==> src/design/board_pkg.sv <==
package board_pkg;

    // bus widths
    typedef logic [31:0] addr_t;
    typedef logic [31:0] data_t;
    typedef logic [3:0]  strb_t;

    // region codes carried down the pipeline
    typedef enum logic [1:0] {
        REG_LPMEM = 2'd0,
        REG_MEM0  = 2'd1,
        REG_MEM1  = 2'd2,
        REG_GPIO  = 2'd3
    } region_t;

    // address map, top nibble picks the region
    localparam addr_t LPMEM_BASE = 32'h0000_0000;
    localparam addr_t MEM0_BASE  = 32'h1000_0000;
    localparam addr_t MEM1_BASE  = 32'h2000_0000;
    localparam addr_t GPIO_BASE  = 32'h4000_0000;

    // gpio region holds a single word
    localparam int GPIO_SIZE = 4;

    // internal reset hold time in cycles
    localparam int RST_HOLD = 16;

endpackage

==> src/design/resp_merge.sv <==
`timescale 1ns/1ps

module resp_merge import board_pkg::*; (
    input  logic    clk,
    input  logic    rst_int,
    input  logic    s1_valid,
    input  region_t s1_region,
    input  logic    s1_we,
    input  logic    s1_err,
    input  data_t   lp_rdata,
    input  data_t   m0_rdata,
    input  data_t   m1_rdata,
    input  data_t   gp_rdata,
    output logic    rvalid,
    output data_t   rdata,
    output logic    err
);

    logic    s2_valid;
    region_t s2_region;
    logic    s2_we;
    logic    s2_err;
    data_t   sel_rdata;

    // tags follow the request into the access stage
    always_ff @(posedge clk) begin
        if (rst_int) begin
            s2_valid <= 1'b0;
        end else begin
            s2_valid <= s1_valid;
        end
    end

    always_ff @(posedge clk) begin
        s2_region <= s1_region;
        s2_we     <= s1_we;
        s2_err    <= s1_err;
    end

    always_comb begin
        case (s2_region)
            REG_LPMEM: sel_rdata = lp_rdata;
            REG_MEM0:  sel_rdata = m0_rdata;
            REG_MEM1:  sel_rdata = m1_rdata;
            default:   sel_rdata = gp_rdata;
        endcase
    end

    // reads always answer, writes only on error
    always_ff @(posedge clk) begin
        if (rst_int) begin
            rvalid <= 1'b0;
            err    <= 1'b0;
        end else begin
            rvalid <= s2_valid && !s2_we;
            err    <= s2_valid && s2_err;
        end
    end

    // no bank was selected for a bad address
    always_ff @(posedge clk) begin
        rdata <= s2_err ? '0 : sel_rdata;
    end

endmodule

==> config.mk <==
export PLATFORM = sky130hd
export DESIGN_NAME = resp_merge
export DESIGN_NICKNAME = d
export VERILOG_FILES = /design/src/design/board_pkg.sv /design/src/design/resp_merge.sv
export SDC_FILE = /design/constraint.sdc
export NUM_CORES = 1
export LEC_CHECK = 0
export BUFFER_PORTS_ARGS = -buffer_cell sky130_fd_sc_hd__buf_4
export CAP_MARGIN = 20
export CORE_MARGIN = 5
export CORE_UTILIZATION = 39
export DETAILED_ROUTE_END_ITERATION = 12
export HOLD_SLACK_MARGIN = 0.03
export PLACE_DENSITY = 0.84
export SLEW_MARGIN = 20
export SYNTH_ARGS = -nofsm -noshare
export SYNTH_HDL_FRONTEND = slang
export SYNTH_SLANG_ARGS = --single-unit
==> constraint.sdc <==
create_clock -name clk -period 2 [get_ports clk]
set_input_delay 0.5 -clock clk [delete_from_list [all_inputs] [get_ports clk]]
set_output_delay 0.5 -clock clk [all_outputs]
set_load 0.05 [all_outputs]
==> results.txt <==
final core utilization -> 0.706
post-detail-place hpwl -> 4770 um
Rows -> 24
n_diodes -> 0
clock period minus worst slack -> 1.53 ns
Hold Fails Final Rpt -> 0
# DRC -> 0
kind of critical path -> reg2reg
TritonCTS buffer count -> 5
Area Overhead vs Synth -> 72.6%
flops & latches, synth -> 39
Detailed Routing Iterations Pass 1 -> 4
worst hold path class -> in2reg
power density over the cells -> 670 nW/um^2
total global-route track usage -> 0.182
wire per inst -> 16.0 um
Final GP Congestion -> 0.712
Post-CTS Hold Buffers -> 0
most frequent cells in the layout -> buf_4 (169), mux2i_1 (64), dfxtp_1 (38), o22ai_1 (32), clkbuf_8 (7)
CTS max path bufs -> 2
Seq/Total Area, Yosys -> 0.432
Setup Fix Bufs, Post-CTS -> 0
top-area cell type share of the netlist area -> 0.432
Max VDD drop -> 0.485 mV
Clock Latency Late Sink -> 0.29 ns
layout cells sized above 1 -> 0.563
Synth Cell Area -> 1810 um^2
unrepaired setup endpoints after global routing -> no
Setup Viol. Count Final -> 0
H-tree Lvls -> 2
chip width -> 78.0 um
status -> finished, final reports clean
TritonCTS Sinks -> 39
antenna violations before repair -> 0
Final Max Tran Viols -> 0
root buffer cell -> clkbuf_8
slowest stage delay, CP -> 0.87 ns
DRT iter0 DRCs -> 74
most area-consuming cells after synthesis -> dfxtp_1 (43%), mux2i_1 (35%), o22ai_1 (11%)
largest net degree at the start of global routing -> 36
Core Box Area -> 4410 um^2
cells after synthesis -> 154
fmax -> 652 MHz
crit path capture type -> flop
gr ovfl total -> 0
max cap viols -> 0
final setup TNS -> 0 ns
Final period util -> 0.767
Max-slew headroom -> 0.280
CP Cell Sequence -> or2b_1 > o22ai_1
Starting Density -> 0.409
vias per cell -> 4.93
IO Count -> 169
Slowest-stage cell, CP -> or2b_1
worst-margin pin slew -> 1.08 ns
type of origin of the critical path -> flop
Worst Skew -> 0.00378 ns
worst path required time -> 2.12 ns
DRT antenna net count -> 0
Total Nets Final -> 452
non-filler cells, final -> 370
Resize count post-CTS -> 0
die area -> 6090 um^2
Arr. time, crit path -> 1.66 ns
Mean Syn Cell Area -> 11.7 um^2
DIE HEIGHT -> 78.0 um
routed vias -> 1824
most common cell after layout, fill and taps aside -> buf_4
area leader, netlist -> dfxtp_1
TritonCTS clock tree -> yes
YS warnings -> 0
fillers -> 344
vias in the first global route -> 1875
first-pass GRT wire length -> 8960 um
Crit Path Max Fanout -> 32
clock transition at the registers of the reported paths -> 0.07 ns
count of different cell masters after synthesis -> 13
Post-Syn Nets -> 289
overall power -> 2090 uW
detailed-route wire length -> 5910 um
LEAKAGE -> 0.00165 uW
IO buf count -> 168
placed cell count -> 362
[worst paths after layout]
| kind | startpoint | endpoint | slack [ns] | cells past startpoint |
|---|---|---|---|---|
| worst max-delay path | s2_region[1]$_DFF_P_ | rdata[24]$_SDFF_PP0_ | 0.47 | 2 |
| worst max register to register | s2_region[1]$_DFF_P_ | rdata[24]$_SDFF_PP0_ | 0.47 | 2 |
| worst min register to register | s2_we$_DFF_P_ | rvalid$_SDFF_PP0_ | 0.40 | 1 |
| worst min-delay path | s1_region[0] | s2_region[0]$_DFF_P_ | 0.31 | 1 |
[power by group]
group | switching, uW | internal, uW | leakage [uW]
combinational | 338 | 320 | 0.00127
sequential | 21.6 | 835 | 0.000325
clock | 259 | 315 | 0.0000515
total | 618 | 1470 | 0.00165
[critical path, delay by kind of cell, from the launching register on]
family,cells,cell delay (ns)
AOI/OAI and AO/OA,1,0.18
and+or+nand+nor,1,0.87
DFF,1,0.31
[layer usage]
layer,GRT usage,wire (um)
met5,0,0
met4,0.0507,49
met3,0.0721,682
met2,0.333,3140
met1,0.192,2030
[flip-flops by register name, indices dropped and copies added, names as in the netlist]
signal / cells
s2_err: 1
rvalid: 1
err: 1
s2_we: 1
s2_region: 2
rdata: 32
s2_valid: 1
[cell type report]
class	count	area, um^2	area share
Clock buffer	8	100	0.0321
Timing Repair Buffer	170	1290	0.414
Tap cell	52	65.1	0.0209
Sequential cell	39	785	0.252
Multi-Input combinational cell	101	877	0.282
[metrics by stage]
step	hold WS, ns	area (um^2)	worst slack, ns
after floorplan	0.371	1810	0.913
after global placement	0.385	3020	0.486
after detailed placement	0.383	3020	0.396
after CTS	0.304	3120	0.380
after global routing	0.296	3120	0.341
final	0.310	3120	0.465
[cell families after synthesis]
logic type / Yosys count / synth area share
muxes: 64 / 0.355
DFF: 39 / 0.432
AOI/OAI and AO/OA: 32 / 0.111
buffers and inverters: 14 / 0.0818
and+or+nand+nor: 5 / 0.0201
[Yosys cell counts, drive strengths merged]
cell / instances
mux2i: 64
dfxtp: 39
o22ai: 32
buf: 13
and3b: 1
clkbuf: 1
nor2b: 1
nor3b: 1
or2: 1
or2b: 1
Power figures use the tool's default switching activity.
