[src/design/board_pkg.sv]
package board_pkg;

    // bus widths
    typedef logic [31:0] addr_t;
    typedef logic [31:0] data_t;
    typedef logic [3:0]  strb_t;

    // region codes carried down the pipeline
    typedef enum logic [1:0] {
        REG_LPMEM = 2'd0,
        REG_MEM0  = 2'd1,
        REG_MEM1  = 2'd2,
        REG_GPIO  = 2'd3
    } region_t;

    // address map, top nibble picks the region
    localparam addr_t LPMEM_BASE = 32'h0000_0000;
    localparam addr_t MEM0_BASE  = 32'h1000_0000;
    localparam addr_t MEM1_BASE  = 32'h2000_0000;
    localparam addr_t GPIO_BASE  = 32'h4000_0000;

    // gpio region holds a single word
    localparam int GPIO_SIZE = 4;

    // internal reset hold time in cycles
    localparam int RST_HOLD = 16;

endpackage

[src/design/gpio_port.sv]
`timescale 1ns/1ps

module gpio_port import board_pkg::*; (
    input  logic       clk,
    input  logic       rst_int,
    input  logic       sel,
    input  logic       we,
    input  strb_t      be,
    input  data_t      wdata,
    output data_t      rdata,
    output logic [7:0] gpio
);

    // output bank, only byte 0 is wired to pins
    always_ff @(posedge clk) begin
        if (rst_int) begin
            gpio <= 8'h00;
        end else if (sel && we && be[0]) begin
            gpio <= wdata[7:0];
        end
    end

    // readback lines up with mem_bank latency
    always_ff @(posedge clk) begin
        if (sel && !we) begin
            rdata <= {24'h0, gpio};
        end
    end

endmodule

[config.mk]
export PLATFORM = sky130hd
export DESIGN_NAME = gpio_port
export DESIGN_NICKNAME = d
export VERILOG_FILES = /design/src/design/board_pkg.sv /design/src/design/gpio_port.sv
export SDC_FILE = /design/constraint.sdc
export NUM_CORES = 1
export LEC_CHECK = 0
export BUFFER_PORTS_ARGS = -buffer_cell sky130_fd_sc_hd__buf_2
export CELL_PAD_IN_SITES_DETAIL_PLACEMENT = 1
export CELL_PAD_IN_SITES_GLOBAL_PLACEMENT = 1
export CORE_ASPECT_RATIO = 1.25
export CORE_MARGIN = 5
export CORE_UTILIZATION = 23
export DETAILED_ROUTE_END_ITERATION = 16
export HOLD_SLACK_MARGIN = 0.03
export PLACE_DENSITY = 0.84
export RECOVER_POWER = 25
export SKIP_LAST_GASP = 1
export SYNTH_ARGS = -nofsm -noshare
export SYNTH_HDL_FRONTEND = slang
export SYNTH_SLANG_ARGS = --single-unit
[constraint.sdc]
create_clock -name clk -period 1.3 [get_ports clk]
set_input_delay 0.26 -clock clk [delete_from_list [all_inputs] [get_ports clk]]
set_output_delay 0.26 -clock clk [all_outputs]
set_load 0.005 [all_outputs]
==> summary.md <==
| Metric | Value |
|---|---|
| CP Capture Type | output pin |
| Post-synthesis sequential area ratio | 50.5% |
| Fin. Hold Viols | 0 |
| Root Driver | clkbuf_8 |
| Max-Cap Viols | 0 |
| Final period util | 77.6% |
| Fraction of layout cells with a size suffix above 1 | 33.0% |
| Static Leak | 0.438 nW |
| Drt initial violations | 8 |
| Worst setup SP type | register |
| Combinational share of power | 9.3% |
| CTS Buf Count | 3 |
| Largest net degree at the start of global routing | 17 |
| Clock sinks | 16 |
| GRT Residual Overflow | 0 |
| Area Overhead vs Synth | 18.0% |
| IR drop worst, VDD | 0.682 mV |
| Die extent in x | 62.5 µm |
| I/O Buffers | 28 |
| Fmax | 992 MHz |
| Post-synth top flop | edfxtp_1 |
| Switching Share | 20.4% |
| Worst path max stage delay | 0.37 ns |
| Cell count after synthesis | 69 |
| Routed WL | 1.67 mm |
| Yosys Warn Count | 0 |
| Yosys top cell area share | 30.3% |
| Pwr/cell area | 1160 mW/mm² |
| Avg Synthesized Cell Area | 11.5 µm² |
| Internal power | 0.000863 W |
| Buffers & Inverters on Critical Path | 1 |
| NumNets Final | 141 |
| Max Slew Vio Count | 0 |
| Ports | 80 |
| H-Tree Depth | 1 |
| TritonCTS clock tree | yes |
| Crit-path max FO | 3 |
| Global-route wire length before repair | 2.62 mm |
| Setup CP Type | register to output pin |
| # placed instances | 133 |
| Sequence of cells on the critical path | buf_2 |
| Worst-Skew Late Latency | 0.24 ns |
| Filler-free cell count of the finished design | 137 |
| Vias per cell | 3.68 |
| Max Clock Skew | 0.000540 ns |
| RSZ-0062 raised after global routing | false |
| CTS clock-pin slew for the worst setup and hold paths | 0.06 ns |
| Main area contributors after synthesis | edfxtp_1 30%, buf_4 23%, dfxtp_1 20%, nand2b_1 13%, mux2i_1 10% |
| Setup TNS | 0 ns |
| Switching power | 0.000221 W |
| Hold path endpoint | gpio[7] |
| Final min period | 1.01 ns |
| Initial Utilization | 24.2% |
| Post-synthesis compound-gate area fraction | 0% |
| Combinational family with the most area after synthesis | buffers and inverters |
| Vias in the first global route | 601 |
| Hold Path Stages | 3 |
| Post-synth EDFFs | 8 |
| Number of remaining DRC errors | 0 |
| Cell with the most instances after synthesis | buf_4 |
| Routability cong. | 0.664 |
| Setup slack, reg-to-reg | 0.62 ns |
| HP Class | input pin to register |
| Hold-fix buffers at CTS | 0 |
| Routed vias | 504 |
| Final setup vio count | 0 |
| Pre-Repair DR Iteration Count | 2 |
| FF-to-FF End | gpio[2] |
| Simple-gate portion of the synthesized area | 14.2% |
| Post-synthesis mux area share | 10.1% |
| Adder-cell share of the synthesized area | 0% |
| Critical Path RT | 1.04 ns |
| Register-to-Register Path Depth | 2 |
| Async SR Flop Fraction | 0% |
| Status | complete, no violations |
| Yosys top cell by area | edfxtp_1 |
| Hold_sp | wdata[7] |
| Pwr Total | 0.00108 W |
| Synth top cells by count | 24 x buf_4, 16 x nand2b_1, 8 x dfxtp_1, 8 x edfxtp_1, 8 x mux2i_1 |
| Setup bufs post-CTS | 0 |
| Die footprint | 0.00473 mm² |
| WL/cell | 12.2 µm |
| Gr usage total | 6.94% |
| Post-route ant nets | 0 |
| Delay-heaviest family, CP | flip-flops |
| CP max-delay cell | dfxtp_1 |
| Cell Area, Synth | 793 µm² |
| Post-synth cell types | 10 |
| Cells resized by post-CTS repair | 0 |
| Clk pwr share | 39.1% |
| # diodes | 0 |
| Flop pwr share | 51.6% |
| CORE AREA | 0.00328 mm² |
| R2r startpoint | gpio[2] |
| Initial antenna violation count | 0 |
| #FFs+latches synth | 16 |
| Synth Area in XOR/XNOR | 0% |
| Die height | 75.7 µm |
| WP data arrival | 0.75 ns |
| Num rows | 23 |
| CTS Buffer Depth | 2 |
| Fin util | 28.5% |
-- per-stage QoR --
stage               setup WS, ns  instance area (µm²)  hold slack, ns
global placement           0.362                  885           0.441
detailed placement         0.288                  885           0.446
global route               0.251                  936           0.283
floorplan                  0.247                  880           0.415
finish                     0.292                  936           0.278
CTS                        0.277                  940           0.275
-- how the worst max path moves through the flow --
stage	cells after the start	slack [ns]	from	endpoint
after detailed placement	4	0.29	sel	gpio[5]
after CTS	1	0.28	rdata[2]	rdata[2]
after global routing	1	0.25	rdata[1]	rdata[1]
after global placement	4	0.36	be[0]	gpio[1]
after floorplan	1	0.25	sel	rdata[0]
final	1	0.29	gpio[2]	gpio[2]
-- worst reg2reg max path, cell delays in order (launching register included) --
cell and delay [ns]:
dfxtp_1 0.37, nand2b_1 0.07, mux2i_1 0.16
-- sequential cells by signal, summed over array words and instances (netlist names) --
name / flops
rdata: 8
gpio: 8
-- cell families after synthesis --
family | Yosys count
DFF | 16
muxes | 8
and+or+nand+nor | 18
other | 1
buffers and inverters | 26
-- cell usage in the layout, fill, tap and decap left out --
cell type	synthesis	routed
conb_1	1	24
edfxtp_1	8	8
and3_1	1	1
clkbuf_8	0	4
mux2i_1	8	8
dfxtp_1	8	8
buf_2	1	28
nor2b_1	1	1
clkbuf_1	0	1
nand2b_1	16	16
buf_4	24	1
-- power by group through the flow --
stage	logic [W]	clock network, W	registers, W
2_1_floorplan	0.000103	0	0.000571
3_3_place_gp	0.0000959	0	0.000567
3_5_place_dp	0.000101	0	0.000569
4_1_cts	0.000102	0.000440	0.000559
5_1_grt	0.000115	0.000460	0.000561
6_report	0.000101	0.000424	0.000559
-- layout make-up --
type / count / area (µm²)
clock buffers: 4 / 55.1
repair buffers: 30 / 151
multi-input cells: 50 / 283
fillers: 393 / 2340
flip-flops and latches: 16 / 400
well taps: 37 / 46.3
-- per-layer routing --
layer	part of all wire, %	track usage [%]	vias up
met5	0	0	-
met3	11	2.80	0
met2	54	14.3	41
met1	35	6.15	228
met4	0	2.12	0
li1	-	-	235
Power figures use the tool's default switching activity.
