==> src/design/board_pkg.sv <==
package board_pkg;

    // bus widths
    typedef logic [31:0] addr_t;
    typedef logic [31:0] data_t;
    typedef logic [3:0]  strb_t;

    // region codes carried down the pipeline
    typedef enum logic [1:0] {
        REG_LPMEM = 2'd0,
        REG_MEM0  = 2'd1,
        REG_MEM1  = 2'd2,
        REG_GPIO  = 2'd3
    } region_t;

    // address map, top nibble picks the region
    localparam addr_t LPMEM_BASE = 32'h0000_0000;
    localparam addr_t MEM0_BASE  = 32'h1000_0000;
    localparam addr_t MEM1_BASE  = 32'h2000_0000;
    localparam addr_t GPIO_BASE  = 32'h4000_0000;

    // gpio region holds a single word
    localparam int GPIO_SIZE = 4;

    // internal reset hold time in cycles
    localparam int RST_HOLD = 16;

endpackage

==> src/design/rst_stretch.sv <==
`timescale 1ns/1ps

module rst_stretch import board_pkg::*; (
    input  logic clk,
    input  logic rstn,
    output logic rst_int
);

    logic [3:0] count;

    // hold rst_int until the counter has seen RST_HOLD edges after release
    always_ff @(posedge clk) begin
        if (!rstn) begin
            count   <= 4'd0;
            rst_int <= 1'b1;
        end else if (rst_int) begin
            if (count == 4'(RST_HOLD - 1)) begin
                rst_int <= 1'b0;
            end else begin
                count <= count + 4'd1;
            end
        end
    end

endmodule

==> config.mk <==
export PLATFORM = sky130hd
export DESIGN_NAME = rst_stretch
export DESIGN_NICKNAME = d
export VERILOG_FILES = /design/src/design/board_pkg.sv /design/src/design/rst_stretch.sv
export SDC_FILE = /design/constraint.sdc
export NUM_CORES = 1
export LEC_CHECK = 0
export BUFFER_PORTS_ARGS = -buffer_cell sky130_fd_sc_hd__buf_2
export CORE_AREA = 2 2 39 41
export CTS_CLUSTER_DIAMETER = 30
export DETAILED_ROUTE_END_ITERATION = 12
export DIE_AREA = 0 0 41 43
export GPL_TIMING_DRIVEN = 0
export SLEW_MARGIN = 20
export SYNTH_ARGS = -nofsm -noshare
export SYNTH_HDL_FRONTEND = slang
export SYNTH_SLANG_ARGS = --single-unit
==> constraint.sdc <==
create_clock -name clk -period 2.95 [get_ports clk]
set_clock_uncertainty 0.15 [all_clocks]
set_input_delay 0.59 -clock clk [delete_from_list [all_inputs] [get_ports clk]]
set_output_delay 0.59 -clock clk [all_outputs]
set_load 0.005 [all_outputs]
==> results <==
- The maximum achievable frequency is 0.6555 GHz.
- The kind of start point of the critical path is a flip-flop.
- The flow ran to the end, and the final reports show no timing, DRC or antenna violations.
- Entering global routing, the biggest net connects 7 pins.
- The layout filler cell count is 156.
- The slew at the pin closest to its max-slew limit is 0.2038 ns.
- After routing the design area is 290.3 µm².
- The area share of xor/xnor cells in the synthesized design is 0.
- The cell taking the most area after synthesis is dfxtp_1.
- The post-detailed-routing wire length is 407 µm.
- The first TritonRoute pass finished after 4 iterations.
- The number of endpoints with negative hold slack in the final report came to 0.
- The number of distinct library cells after synthesis is 12.
- In the post-synthesis netlist, the biggest area contributors are dfxtp_1, a31oi_4, mux2i_1.
- The setup violation total in the final timing report is 0.
- The mapped netlist covers 234.0 µm².
- The main combinational cell family by area after synthesis is simple AND/OR/NAND/NOR gates.
- The number of nets in the layout is 33.
- The slowest cell on the critical path is dfxtp_1.
- The post-synthesis cell count is 23.
- The instance count along the most critical hold path is 2.
- The cell count after placement is 41.
- The part of the Yosys area used for sequential elements is 0.4278.
- Once the clock tree was built, the setup fixing pass inserted 0 buffers.
- At the later pin of the worst-skew pair, clock insertion delay measures 0.24 ns.
- The worst pin sits at a relative slew slack of 0.8639.
- The standard-cell row count is 14.
- In this run the deepest clock path goes through 2 buffers.
- The number of pins with negative max-slew slack in the final report is 0.
- Compared with the post-synthesis result, the final layout area differs by 24.06%.
- Clock tree synthesis selected as its root buffer the cell clkbuf_4.
- For this run, the number of Yosys warnings is 0.
- For flop-to-flop paths, the worst setup slack is 1.67 ns.
- The mean instance size in the synthesized netlist is 10.17 µm².
- The maximum fanout count along the critical path is 5.
- The core utilization of the finished layout is 0.2098.
- The total nets after synthesis is 26.
- The number of buffers and inverters on the critical path is 1.
- The startpoint identified for the worst hold timing path is count[0].
- The data required time of the worst path is 2.21 ns.
- At the worst endpoint, the arrival time is 0.79 ns.
- For this run, the slowest stage of the critical path takes 0.40 ns.
- The power density of the placed cells is 567.6 nW/µm².
- The post-cts repair resize count is 0.
- By count the netlist is led by dfxtp_1, inv_1, nand2_1.
- The number of sinks driven by the clock tree is 5.
- The detail route stage leaves a number of antenna-violating nets equal to 0.
- For the worst flop-to-flop path, the logic depth is 3.
- The critical path's top delay family is flip-flops.
- The first global-routing pass estimated 710 µm of wire.
- The per-cell via count in the routed design is 3.956.
- The analysis attributes to cell leakage a power of 0.1282 nW.
- The weighted congestion reported at the end of routability-driven placement is 0.6823.
- The signal on the critical path passes through buf_2.
- The starting DRC count in detailed routing is 1.
- The number of global-route vias before repair is 179.
- The critical register-to-register path startpoint is count[0].
- For this run, the total global-route usage over all layers was measured as 0.06827.
- The fraction of the mapped netlist area in adder cells is 0.05348.
- The clock period minus worst slack is 1.526 ns.
- The number of port buffers is 2.
- CTS built an H-tree with a depth of 1.
- The DRC violations left is 0.
- The synthesized-area fraction occupied by ao, oa, aoi and oai cells is 0.1444.
- The finished layout holds 45 standard cells, fillers aside.
- The die area is 1763 µm².
- The library cell with the highest instance count after synthesis is dfxtp_1.
- The fraction of post-synthesis cell area in the top cell type by area is 0.4278.
- The die is 41 µm wide.
- The worst ir drop on vdd is 0.1976 mV.
- Max-cap violations in this run came to 0.
- Setup repair after global routing left no endpoint under its margin.
- The ratio of cells with drive above 1 in the final layout is 0.2414.
- The sum of overflow across all layers after global routing is 0.
- In this run, synthesis produced a sequential element count of 5.
- The most instantiated flip-flop cell in the synthesis netlist is dfxtp_1.
- The end of the worst register-to-register path is count[0].
- The antenna cell count is 0.
- The classification of the worst-slack hold path is reg -> reg.
- The total I/O pin count is 3.
- The CTS tree is done.
- The number of synthesized flops with an enable pin is 0.
- The via count is 178.
- The capturing element type of the critical path is an output port.
- The number of antenna violations at the first check in global routing was 0.
- The average detailed-routed wire length per instance is 9.044 µm.
- The floorplan step set the die height to 43 µm.
- Dividing the final minimum period by the clock period gives 0.5171.
- After clock tree synthesis, the flow added hold-fix buffers numbering 0.
- The initial utilization of the core area, before any placement, comes to 0.1691.
- TritonCTS created 3 clock buffers.
- The core area is 1384 µm².
- Of the post-synthesis cell area, the part taken by muxes is 0.08556.
- The clock-pin slew on the worst setup and hold paths is 0.05 ns.
- Setup total negative slack on the finished layout was measured at 0 ns.
- The share of flip-flops with an asynchronous set or reset after synthesis is 0.
- Of the total synthesized cell area, the portion taken by AND, OR, NAND and NOR gates is 0.2406.
- The cell area reported after detailed placement is 264.0 µm².
- The type of the worst setup path is reg -> out.
- The path with the worst hold slack has its endpoint at count[0].
routing by layer:
metal	track usage	part of all wire	vias to the layer above
li1	-	-	94
met1	0.06752	0.47	80
met2	0.08125	0.45	4
met3	0.07853	0.071	0
met4	0.04000	0	0
met5	0	0	-
flip-flops by register name, indices dropped and copies added, names as in the netlist:
name and flops:
rst_int 1, count 4
power breakdown:
group / internal (mW) / leakage (nW) / switching [mW]
Combinational: 0.00469 / 0.0723 / 0.00537
Clock: 0.0511 / 0.0150 / 0.0274
Sequential: 0.0715 / 0.0410 / 0.00468
worst max-delay path by stage:
stage | start | end | slack (ns) | cells past startpoint
finish | rst_int | rst_int | 1.42 | 1
global route | rst_int | rst_int | 1.38 | 1
CTS | rst_int | rst_int | 1.42 | 1
detailed placement | count[0] | count[0] | 1.68 | 3
global placement | rst_int | rst_int | 1.69 | 1
floorplan | count[0] | count[0] | 1.77 | 3
logic make-up (layout without fill, tap and decap cells):
| group | after synthesis | after routing |
|---|---|---|
| flip-flops | 5 | 5 |
| AND/OR/NAND/NOR | 9 | 9 |
| multiplexers | 2 | 2 |
| buffers and inverters | 3 | 9 |
| adder cells (fa/ha/maj) | 1 | 1 |
| AO/OA/AOI/OAI | 3 | 3 |
layout by cell type (no fill, tap or decap):
cell type  instances
nand2_1            3
clkbuf_4           3
a211oi_1           1
clkbuf_1           1
nand4_2            1
nand2b_1           2
inv_1              3
buf_2              2
dfxtp_1            5
a21oi_1            1
ha_1               1
and4b_1            1
nor3_1             2
a31oi_4            1
mux2i_1            2
metrics by stage:
stage | hold slack, ns | setup WS [ns] | power (mW)
detailed placement | 0.3576 | 1.676 | 0.08725
global route | 0.3859 | 1.379 | 0.1788
finish | 0.3644 | 1.424 | 0.1648
global placement | 0.3256 | 1.690 | 0.08587
CTS | 0.3630 | 1.418 | 0.1685
floorplan | 0.3128 | 1.770 | 0.08322
cell type report:
cell class	instances	area [µm²]	area share
flip-flops and latches	5	100.1	0.3448
clock buffers	4	26.28	0.09052
inverters	3	11.26	0.03879
multi-input cells	15	122.6	0.4224
repair buffers	2	10.01	0.03448
well taps	16	20.02	0.06897
No activity file was read; power rests on OpenSTA's default activity.
