File: config.mk
export PLATFORM = sky130hd
export DESIGN_NAME = bus_decode
export DESIGN_NICKNAME = d
export VERILOG_FILES = /design/src/design/board_pkg.sv /design/src/design/bus_decode.sv
export SDC_FILE = /design/constraint.sdc
export NUM_CORES = 1
export LEC_CHECK = 0
export BUFFER_PORTS_ARGS = -buffer_cell sky130_fd_sc_hd__buf_4
export CAP_MARGIN = 10
export CORE_AREA = 2 2 82 84
export CTS_BUF_LIST = sky130_fd_sc_hd__clkbuf_2
export CTS_CLUSTER_DIAMETER = 150
export DETAILED_ROUTE_END_ITERATION = 7
export DIE_AREA = 0 0 84 86
export GPL_TIMING_DRIVEN = 0
export PLACE_DENSITY_LB_ADDON = 0.3
export SETUP_SLACK_MARGIN = 0.05
export SYNTH_ARGS = -nofsm -noshare
export SYNTH_HDL_FRONTEND = slang
export SYNTH_SLANG_ARGS = --single-unit
File: constraint.sdc
create_clock -name clk -period 2.8 [get_ports clk]
set_clock_uncertainty 0.1 [all_clocks]
set_input_delay 0.28 -clock clk [delete_from_list [all_inputs] [get_ports clk]]
set_output_delay 0.28 -clock clk [all_outputs]
set_load 0.02 [all_outputs]
File: src/design/board_pkg.sv
package board_pkg;

    // bus widths
    typedef logic [31:0] addr_t;
    typedef logic [31:0] data_t;
    typedef logic [3:0]  strb_t;

    // region codes carried down the pipeline
    typedef enum logic [1:0] {
        REG_LPMEM = 2'd0,
        REG_MEM0  = 2'd1,
        REG_MEM1  = 2'd2,
        REG_GPIO  = 2'd3
    } region_t;

    // address map, top nibble picks the region
    localparam addr_t LPMEM_BASE = 32'h0000_0000;
    localparam addr_t MEM0_BASE  = 32'h1000_0000;
    localparam addr_t MEM1_BASE  = 32'h2000_0000;
    localparam addr_t GPIO_BASE  = 32'h4000_0000;

    // gpio region holds a single word
    localparam int GPIO_SIZE = 4;

    // internal reset hold time in cycles
    localparam int RST_HOLD = 16;

endpackage

File: src/design/bus_decode.sv
`timescale 1ns/1ps

module bus_decode import board_pkg::*; #(
    parameter int LPMEM_SIZE = 1024,
    parameter int MEM0_SIZE  = 4096,
    parameter int MEM1_SIZE  = 4096
) (
    input  logic    clk,
    input  logic    rst_int,
    input  logic    req,
    input  logic    we,
    input  addr_t   addr,
    input  strb_t   be,
    input  data_t   wdata,
    output logic    s1_valid,
    output region_t s1_region,
    output logic    s1_err,
    output logic    s1_we,
    output addr_t   s1_index,
    output strb_t   s1_be,
    output data_t   s1_wdata
);

    region_t dec_region;
    logic    dec_err;
    addr_t   offset;
    addr_t   limit;

    // offset inside the region, nibble stripped
    assign offset = {4'h0, addr[27:0]};

    always_comb begin
        dec_region = REG_LPMEM;
        limit      = addr_t'(LPMEM_SIZE);
        dec_err    = 1'b0;
        if (addr[31:28] == LPMEM_BASE[31:28]) begin
            dec_region = REG_LPMEM;
            limit      = addr_t'(LPMEM_SIZE);
        end else if (addr[31:28] == MEM0_BASE[31:28]) begin
            dec_region = REG_MEM0;
            limit      = addr_t'(MEM0_SIZE);
        end else if (addr[31:28] == MEM1_BASE[31:28]) begin
            dec_region = REG_MEM1;
            limit      = addr_t'(MEM1_SIZE);
        end else if (addr[31:28] == GPIO_BASE[31:28]) begin
            dec_region = REG_GPIO;
            limit      = addr_t'(GPIO_SIZE);
        end else begin
            // unmapped nibble
            dec_err = 1'b1;
        end
        if (offset >= limit) begin
            dec_err = 1'b1;
        end
    end

    // valid is control state, the rest is payload
    always_ff @(posedge clk) begin
        if (rst_int) begin
            s1_valid <= 1'b0;
        end else begin
            s1_valid <= req;
        end
    end

    always_ff @(posedge clk) begin
        s1_region <= dec_region;
        s1_err    <= dec_err;
        s1_we     <= we;
        s1_index  <= offset >> 2;
        s1_be     <= be;
        s1_wdata  <= wdata;
    end

endmodule

==> results of run 1 <==
[state kept, by name (all words and copies together) (netlist names)]
name / count
s1_index: 26
s1_we: 1
s1_region: 2
s1_be: 4
s1_err: 1
s1_valid: 1
s1_wdata: 32
[worst max-delay path: stages]
cell and delay, ns:
dlygate4sd3_1 0.54, buf_4 0.16, or4b_1 0.53, nand2_1 0.10
ha_1 0.24, o21a_1 0.10, o311ai_0 0.31, o21a_1 0.18
o211ai_1 0.07
[final timing paths]
kind / from / end / slack, ns
setup / recovery: addr[28] / s1_err$_SDFF_PP1_ / 0.57
hold / removal: addr[0] / s1_err$_SDFF_PP1_ / 0.07
[metrics by stage]
step           std cells  instance area [um^2]  power, mW  util (%)  hold slack [ns]
5_1_grt              410                  3615      2.190     57.58          0.03693
3_3_place_gp         325                  2760      1.296     43.97           0.2842
3_5_place_dp         325                  2760      1.301     43.97           0.2854
2_1_floorplan        110                  1628      1.133         -           0.2077
6_report             410                  3615      2.099     57.58          0.07433
4_1_cts              410                  3615      2.114     57.58          0.04377
[layer usage]
layer	GRT usage [%]	vias up	part of all wire (%)
met5	0	-	0
met4	9.384	0	3.0
met3	5.775	15	8.2
met2	28.73	90	53
met1	15.18	711	36
li1	-	785	-
[layout make-up]
cell class	count	share of cell area, %
clock buffer	10	1.385
timing repair buffer	207	47.77
multi-input combinational	35	6.473
sequential	67	37.11
inverter	2	0.2077
tap	77	2.665
clock inverter	6	3.150
buffer	6	1.246
[where the power goes]
group / leakage [nW] / internal, mW / switching (mW)
clock network: 0.0883 / 0.390 / 0.347
registers: 0.564 / 1.01 / 0.0142
logic: 1.09 / 0.201 / 0.142
[kinds of logic (layout without fill, tap and decap cells)]
family / after synthesis / after routing
AOI/OAI and AO/OA: 5 / 5
DFF: 67 / 67
other: 1 / 6
buffers and inverters: 8 / 231
xor gates and xnor gates: 3 / 3
and+or+nand+nor: 18 / 18
adders and majority gates: 3 / 3
[cell usage after synthesis]
cell and count:
nand2_1 1, nand3_1 1, nand4_1 1, nor4_1 4, nor3_2 1, nor4b_1 1
conb_1 1, or3_1 1, nor3_1 3, nand3b_1 1, xnor2_1 3, o311ai_0 1
inv_1 2, ha_1 3, nor2b_1 1, buf_4 6, a21oi_1 1, dfxtp_1 67
o21a_1 2, or4b_1 1, o211ai_1 1, nor2_1 2
==> impl_metrics.py, run 1 <==
metrics = {
    "route": {
        "vias": 1601,
        "via_per_inst": 3.905,
        "remaining_drc_errors": 0,
        "drt_iter0_drc": 25,
        "wire_per_inst_um": 13.55,
        "drtAntennaViolNets": 0,
        "drtPass1Iterations": 3,
        "wl_um": 5557,
    },
    "logic_synthesis": {
        "yosysTopAreaCell": "dfxtp_1",
        "synth.area.mux_share_pct": 0,
        "ys_types": 22,
        "synth_compound_area_share_pct": 2.255,
        "synthSimpleGateAreaFrac_pct": 6.921,
        "synth_cells": 105,
        "ys_top_cells_by_area": "dfxtp_1 (83%), buf_4 (2.8%), ha_1 (2.3%), xnor2_1 (1.6%), nor4_1 (1.6%)",
        "avgSynthCellArea_um2": 15.32,
        "synth_top_family_by_area": "simple AND/OR/NAND/NOR gates",
        "synth_fa_ha_area_share_pct": 2.333,
        "ys_warn_count": 0,
        "netlist.area_leader.share_pct": 83.36,
        "synth-seq-area-share_pct": 83.36,
        "synth_xor_area_share_pct": 1.633,
        "syn_area_um2": 1609,
        "ys_ff_latch": 67,
    },
    "global_route": {
        "antenna_found_initial": 0,
        "grt_pass1_wl_um": 8390,
        "grt_max_degree": 13,
        "grt_pass1_vias": 1721,
        "grt_overflow": 0,
        "grtUsageTotal_pct": 15.74,
    },
    "timing": {
        "timing.fmax_mhz": 448.2,
        "maxSlewHeadroom_pct": 65.85,
        "final_max_slew_viol_count": 0,
        "period_share_pct": 79.68,
        "rsz0062_at_grt": "false",
        "finalHoldViolCount": 0,
        "setup_viol": 0,
        "tightestPinTransition_ns": 0.5083,
        "finalSetupTns_ns": 0,
        "min_period_ns": 2.231,
        "setup_ws_ns": 0.5689,
    },
    "floorplan": {
        "row_count": 29,
        "dieArea_um2": 7224,
        "io_pins": 145,
        "die_x_um": 84,
        "core_um2": 6277,
        "initial_core_util_pct": 25.63,
        "fp.dieH_um": 86,
    },
    "setup_path": {
        "endpoint_kind": "flop",
        "setup.worst_path.class": "input port to flop",
        "required_ns": 3.08,
        "cp-start-kind": "input port",
        "arrival_ns": 2.51,
        "cp_max_fo": 4,
    },
    "clock_tree": {
        "clock-sinks": 67,
        "cts_resized": 0,
        "cts_tree": "built",
        "clk_pin_slew_worst_paths_ns": 0.18,
        "ctsHoldBuffers": 69,
        "cts_max_level": 3,
        "root_buffer": "clkbuf_2",
        "postCtsSetupBuffers": 0,
        "clk_path_buf_depth": 2,
        "numCtsBuffers": 9,
    },
    "final_layout": {
        "final_nets": 403,
        "drive_above_1_share_pct": 48.35,
        "register_area_um2": 1341,
        "final_common_cell": "buf_4",
        "fill_cells": 525,
        "multiInputGateArea_um2": 234.0,
        "antenna_cells": 0,
        "final_cell_mix": "buf_4 (144), dlygate4sd3_1 (69), dfxtp_1 (67)",
        "syn2layout_area_growth_pct": 124.7,
    },
    "placed_design": {
        "pre_cts_slack_ns": 0.5999,
        "dp_hpwl_um": 3679,
        "place.gp.congestion": 0.7357,
        "io_buffers": 138,
    },
    "power": {
        "p_leak_nw": 1.740,
        "power_density_nw_per_um2": 580.7,
        "peakVddDrop_mv": 0.4077,
    },
    "hold_path": {
        "hp-class": "input port to flop",
        "whs_path_depth": 4,
    },
    "flow_run": {
        "maxCapViolCount": 0,
    },
    "status": {
        "outcome": "completed",
    },
}
Note: power is estimated with default switching activity, not from simulation.
==> run 2: changes to the inputs <==
ABC_AREA = 1   (was not set)
CORE_AREA = 2 2 83 85   (was 2 2 82 84)
DIE_AREA = 0 0 85 87   (was 0 0 84 86)
clock period = 2.25 ns   (was 2.8 ns; I/O delays follow)
==> run 2 against run 1 <==
  * Non-clock buffer count up 1
  * Via count rose by 3.6%
  * Setup slack worse by 0.28 ns
  * Final cell count up 6.8%
  * Power grew 17%
  * Worst hold slack got worse by 0.014 ns
  * Largest cell class unchanged
  * Largest power group unchanged
  * Highest routed layer unchanged
==> impl_metrics.py, run 2 <==
metrics = {
    "placed_design": {
        "io_buffers": 138,
        "dp_hpwl_um": 3385,
        "place.gp.congestion": 0.6920,
    },
    "final_layout": {
        "final_common_cell": "buf_4",
        "final_nets": 428,
        "multiInputGateArea_um2": 245.2,
        "register_area_um2": 1341,
        "fill_cells": 587,
        "syn2layout_area_growth_pct": 120.9,
        "reg_top3": "s1_wdata: 32 flops, s1_index: 26 flops, s1_be: 4 flops",
        "largest-register": "s1_wdata",
        "final_cell_mix": "buf_4 (144), dlygate4sd3_1 (70), dfxtp_1 (67)",
        "antenna_cells": 0,
        "largest_register_ffs": 32,
        "drive_above_1_share_pct": 44.41,
    },
    "timing": {
        "timing.fmax_mhz": 509.0,
        "finalHoldViolCount": 0,
        "period_share_pct": 87.31,
        "setup_viol": 0,
        "rsz0062_at_grt": "false",
        "min_period_ns": 1.965,
        "final_max_slew_viol_count": 0,
        "finalSetupTns_ns": 0,
    },
    "clock_tree": {
        "cts_tree": "built",
        "cts_resized": 0,
        "root_buffer": "clkbuf_2",
        "postCtsSetupBuffers": 0,
        "clk_pin_slew_worst_paths_ns": 0.17,
        "numCtsBuffers": 9,
        "clk_path_buf_depth": 2,
        "clock-sinks": 67,
        "cts_max_level": 3,
    },
    "power": {
        "peakVddDrop_mv": 0.3698,
        "switching_share_pct": 24.11,
        "comb_power_share_pct": 17.2,
        "power_density_nw_per_um2": 676.3,
        "p_int_mw": 1.862,
        "p_sw_mw": 0.5916,
        "clkPwrFrac_pct": 31.2,
        "p_leak_nw": 1.797,
        "total_power_mw": 2.454,
        "p_seq_share_pct": 51.7,
    },
    "floorplan": {
        "row_count": 30,
        "dieArea_um2": 7395,
        "core_um2": 6569,
        "io_pins": 145,
        "fp.dieH_um": 87,
        "initial_core_util_pct": 25.01,
        "die_x_um": 85,
    },
    "setup_path": {
        "cp-start-kind": "input port",
        "setup.worst_path.class": "input port to flop",
        "endpoint_kind": "flop",
        "required_ns": 2.56,
        "cp_max_fo": 2,
        "arrival_ns": 2.28,
    },
    "global_route": {
        "grt_pass1_wl_um": 7527,
        "grt_overflow": 0,
        "grtUsageTotal_pct": 13.70,
        "antenna_found_initial": 0,
        "grt_pass1_vias": 1740,
        "grt_max_degree": 12,
    },
    "route": {
        "wl_um": 5046,
        "drtPass1Iterations": 4,
        "drt_iter0_drc": 28,
        "remaining_drc_errors": 0,
        "drtAntennaViolNets": 0,
        "via_per_inst": 3.788,
        "vias": 1659,
        "wire_per_inst_um": 11.52,
    },
    "hold_path": {
        "min-delay-start": "addr[31]",
        "hp-class": "input port to flop",
        "whs_path_depth": 5,
        "holdPathEnd": "s1_err$_SDFF_PP1_",
    },
    "logic_synthesis": {
        "avgSynthCellArea_um2": 12.74,
        "ys.flop_type": "dfxtp_1",
        "synth-seq-area-share_pct": 81.65,
        "ys_ff_latch": 67,
        "synthArstFlopShare_pct": 0,
        "ys_warn_count": 0,
        "synth_edf_count": 0,
        "syn_area_um2": 1643,
        "netlist.area_leader.share_pct": 81.65,
        "synth_commonest_cells": "dfxtp_1 (67), nor2_1 (22), nand2_1 (12), inv_1 (8), buf_4 (6)",
        "post-synth-top-count-cell": "dfxtp_1",
        "ys_top_cells_by_area": "dfxtp_1 (82%), nor2_1 (5.0%), buf_4 (2.7%), nand2_1 (2.7%), ha_1 (2.3%)",
        "ys_types": 14,
        "yosysTopAreaCell": "dfxtp_1",
        "synth_cells": 129,
    },
    "flow_run": {
        "maxCapViolCount": 0,
    },
    "status": {
        "outcome": "completed",
    },
}
==> run 2: cell count changes after synthesis, moves of 3 or more <==
| cell | delta |
|---|---|
| inv_1 | +6 |
| nand2_1 | +11 |
| nor2_1 | +20 |
| nor3_1 | -3 |
| nor4_1 | -4 |
| xnor2_1 | -3 |
==> run 2: what timing repair did <==
action | 4_1_cts | 5_1_grt
hold buffers | 71 | 0
endpoints found under the hold margin | 67 | 0
endpoints found under the setup margin | 0 | 1
==> run 2: metal layers <==
metal / vias up / global-route usage (%) / wire, um
met3: 13 / 5.308 / 410
met1: 722 / 12.22 / 1720
met5: - / 0 / 0
met4: 0 / 7.937 / 133
li1: 836 / - / -
met2: 88 / 25.99 / 2781
==> run 2: layout make-up <==
class | count | share of cell area [%]
Buffer | 6 | 1.241
Clock buffer | 10 | 1.379
Clock inverter | 6 | 2.207
Inverter | 8 | 0.8276
Multi-Input combinational cell | 53 | 6.759
Sequential cell | 67 | 36.97
Tap cell | 80 | 2.759
Timing Repair Buffer | 208 | 47.86
==> run 2: worst max-delay path by stage <==
stage	startpoint	cells after the start	slack [ns]	endpoint
final	addr[30]	7	0.29	s1_region[1]$_SDFF_PP0_
after global routing	addr[30]	7	0.30	s1_region[1]$_SDFF_PP0_
after CTS	addr[30]	13	0.10	s1_err$_SDFF_PP1_
after detailed placement	addr[31]	11	0.63	s1_err$_SDFF_PP1_
after global placement	addr[31]	11	0.64	s1_err$_SDFF_PP1_
after floorplan	addr[31]	10	0.88	s1_err$_SDFF_PP1_
==> run 2: cells by family (layout without fill, tap and decap cells) <==
group	count (synthesis)	count (layout)	share of synthesized area, %
adders and majority gates	3	3	2.285
DFF	67	67	81.65
other	1	6	0.2283
buffers and inverters	14	238	4.570
AOI/OAI and AO/OA	4	4	1.371
and+or+nand+nor	40	40	9.901
==> run 2: critical path: stages <==
cell and delay [ns]:
dlygate4sd3_1 0.53, buf_4 0.14, nor2_2 0.10, nand3_1 0.09, dlygate4sd3_1 0.59, nand2_1 0.06, dlygate4sd3_1 0.53
==> run 2: power groups by stage <==
stage	logic [mW]	registers [mW]	clock network (mW)
finish	0.421	1.27	0.765
global route	0.449	1.27	0.865
global placement	0.320	1.29	0
floorplan	0.0384	1.37	0
CTS	0.422	1.27	0.810
detailed placement	0.324	1.29	0
==> run 2: per-stage QoR <==
step / setup WS, ns / util [%] / cells / area (um^2) / hold slack (ns)
finish: 0.2855 / 55.24 / 438 / 3628 / 0.05989
global route: 0.2958 / 55.24 / 438 / 3628 / 0.04404
CTS: 0.1033 / 55.39 / 439 / 3638 / 0.02267
detailed placement: 0.6258 / 42.59 / 352 / 2798 / 0.2306
global placement: 0.6421 / 42.59 / 352 / 2798 / 0.2296
floorplan: 0.8768 / - / 134 / 1662 / 0.1527
==> run 3: changes to the inputs <==
BUFFER_PORTS_ARGS = not set   (was -buffer_cell sky130_fd_sc_hd__buf_4)
DONT_BUFFER_PORTS = 1   (was not set)
==> run 3 against run 2 <==
  * Setup slack got worse by 0.14 ns
  * Clock power fell by 13%
  * Largest cell class is now flip-flops and latches
  * Non-clock buffer count fell by 133
  * Combinational power fell by 64%
  * Worst hold slack improved by 0.019 ns
  * Sequential power rose by 7%
==> impl_metrics.py, run 3 (same netlist as run 2, synthesis figures left out) <==
metrics = {
    "power": {
        "total_power_mw": 2.175,
        "power_density_nw_per_um2": 829.8,
        "peakVddDrop_mv": 0.3735,
        "p_leak_nw": 1.147,
    },
    "global_route": {
        "grt_overflow": 0,
        "grt_pass1_wl_um": 5775,
        "grt_max_degree": 12,
        "grt_pass1_vias": 1235,
        "antenna_found_initial": 0,
        "grtUsageTotal_pct": 10.82,
    },
    "clock_tree": {
        "cts_max_level": 3,
        "postCtsSetupBuffers": 0,
        "cts_tree": "built",
        "numCtsBuffers": 9,
        "clk_pin_slew_worst_paths_ns": 0.17,
        "cts_resized": 0,
        "clk_path_buf_depth": 2,
        "clock-sinks": 67,
        "root_buffer": "clkbuf_2",
        "ctsHoldBuffers": 75,
    },
    "timing": {
        "final_max_slew_viol_count": 0,
        "timing.fmax_mhz": 475.0,
        "min_period_ns": 2.105,
        "rsz0062_at_grt": "false",
        "hold-worst-slack_ns": 0.07857,
        "finalSetupTns_ns": 0,
        "finalHoldViolCount": 0,
        "period_share_pct": 93.57,
        "setup_viol": 0,
    },
    "route": {
        "top_layer_used": "met4",
        "wl_met3_um": 396,
        "via_per_inst": 3.846,
        "remaining_drc_errors": 0,
        "wl_met2_um": 2106,
        "drtAntennaViolNets": 0,
        "drt_iter0_drc": 12,
        "met1_length_um": 1380,
        "drtPass1Iterations": 3,
        "vias": 1173,
        "wire_per_inst_um": 13.02,
        "wl_um": 3972,
    },
    "floorplan": {
        "core_um2": 6569,
        "fp.dieH_um": 87,
        "initial_core_util_pct": 25.01,
        "row_count": 30,
        "dieArea_um2": 7395,
        "die_x_um": 85,
        "io_pins": 145,
    },
    "setup_path": {
        "crit_family": "buffers and inverters",
        "required_ns": 2.58,
        "crit_top_cell": "nand2_1",
        "worstPathCellList": "dlygate4sd3_1 -> nor2_2 -> dlygate4sd3_1 -> nand2_1 -> o21a_1 -> ha_1 -> inv_1 -> nor2_1 -> nand2_1 -> nor2_1 -> nand2_1 -> nand3_1",
        "arrival_ns": 2.43,
        "slowest_delay_ns": 0.57,
        "crit_slowest_cell": "dlygate4sd3_1",
        "cp-start-kind": "input port",
        "cp_max_fo": 3,
        "endpoint_kind": "flop",
        "cp_num_buf_inv": 3,
        "setup.worst_path.class": "input port to flop",
    },
    "status": {
        "outcome": "completed",
    },
    "flow_run": {
        "maxCapViolCount": 0,
    },
    "final_layout": {
        "final_nets": 295,
        "reg_top3": "s1_wdata: 32 flops, s1_index: 26 flops, s1_be: 4 flops",
        "largest-register": "s1_wdata",
        "finalCoreUtilization_pct": 39.90,
        "final_cell_mix": "dlygate4sd3_1 (75), dfxtp_1 (67), nor2_1 (22)",
        "antenna_cells": 0,
        "syn2layout_area_growth_pct": 59.56,
        "drive_above_1_share_pct": 9.778,
        "largest_register_ffs": 32,
        "fin_area_um2": 2621,
        "final_common_cell": "dlygate4sd3_1",
    },
    "placed_design": {
        "io_buffers": 0,
        "placed_area_um2": 1762,
        "dp_hpwl_um": 2640,
        "place.gp.congestion": 0.6389,
    },
    "hold_path": {
        "hp-class": "input port to flop",
    },
}
-- run 3: stage by stage --
stage | worst slack, ns | instances
final | 0.1446 | 305
after CTS | 0.2259 | 305
after floorplan | 0.8768 | 134
after detailed placement | 0.7475 | 214
after global routing | 0.08324 | 305
after global placement | 0.7412 | 214
-- run 3: final cells by class --
class / instances / area (um^2)
Timing Repair Buffer: 75 / 750.7
Tap cell: 80 / 100.1
Inverter: 8 / 30.03
Buffer: 6 / 45.04
Sequential cell: 67 / 1341
Clock buffer: 11 / 55.05
Fill cell: 619 / 3948
Clock inverter: 5 / 53.80
Multi-Input combinational cell: 53 / 245.2
-- run 3: routing by layer --
metal / vias up / track usage [%]
met3: 7 / 5.498
met2: 83 / 19.32
met1: 516 / 9.421
li1: 567 / -
met4: 0 / 7.359
met5: - / 0
-- run 3: final timing paths --
check	cells after the start	end	slack, ns	from
worst min-delay path	6	s1_err$_SDFF_PP1_	0.08	addr[2]
worst max-delay path	12	s1_err$_SDFF_PP1_	0.14	addr[30]
-- run 3: worst min-delay path: cells and delay by family --
kind | cells | cell delay, ns
buf+inv | 1 | 0.04
simple gates | 4 | 0.24
fa+ha+maj | 1 | 0.12
-- run 3: power breakdown --
group	leakage, nW	internal [mW]	switching (mW)
Combinational	0.517	0.104	0.0486
Clock	0.0656	0.260	0.406
Sequential	0.564	1.25	0.105
Total	1.15	1.62	0.559
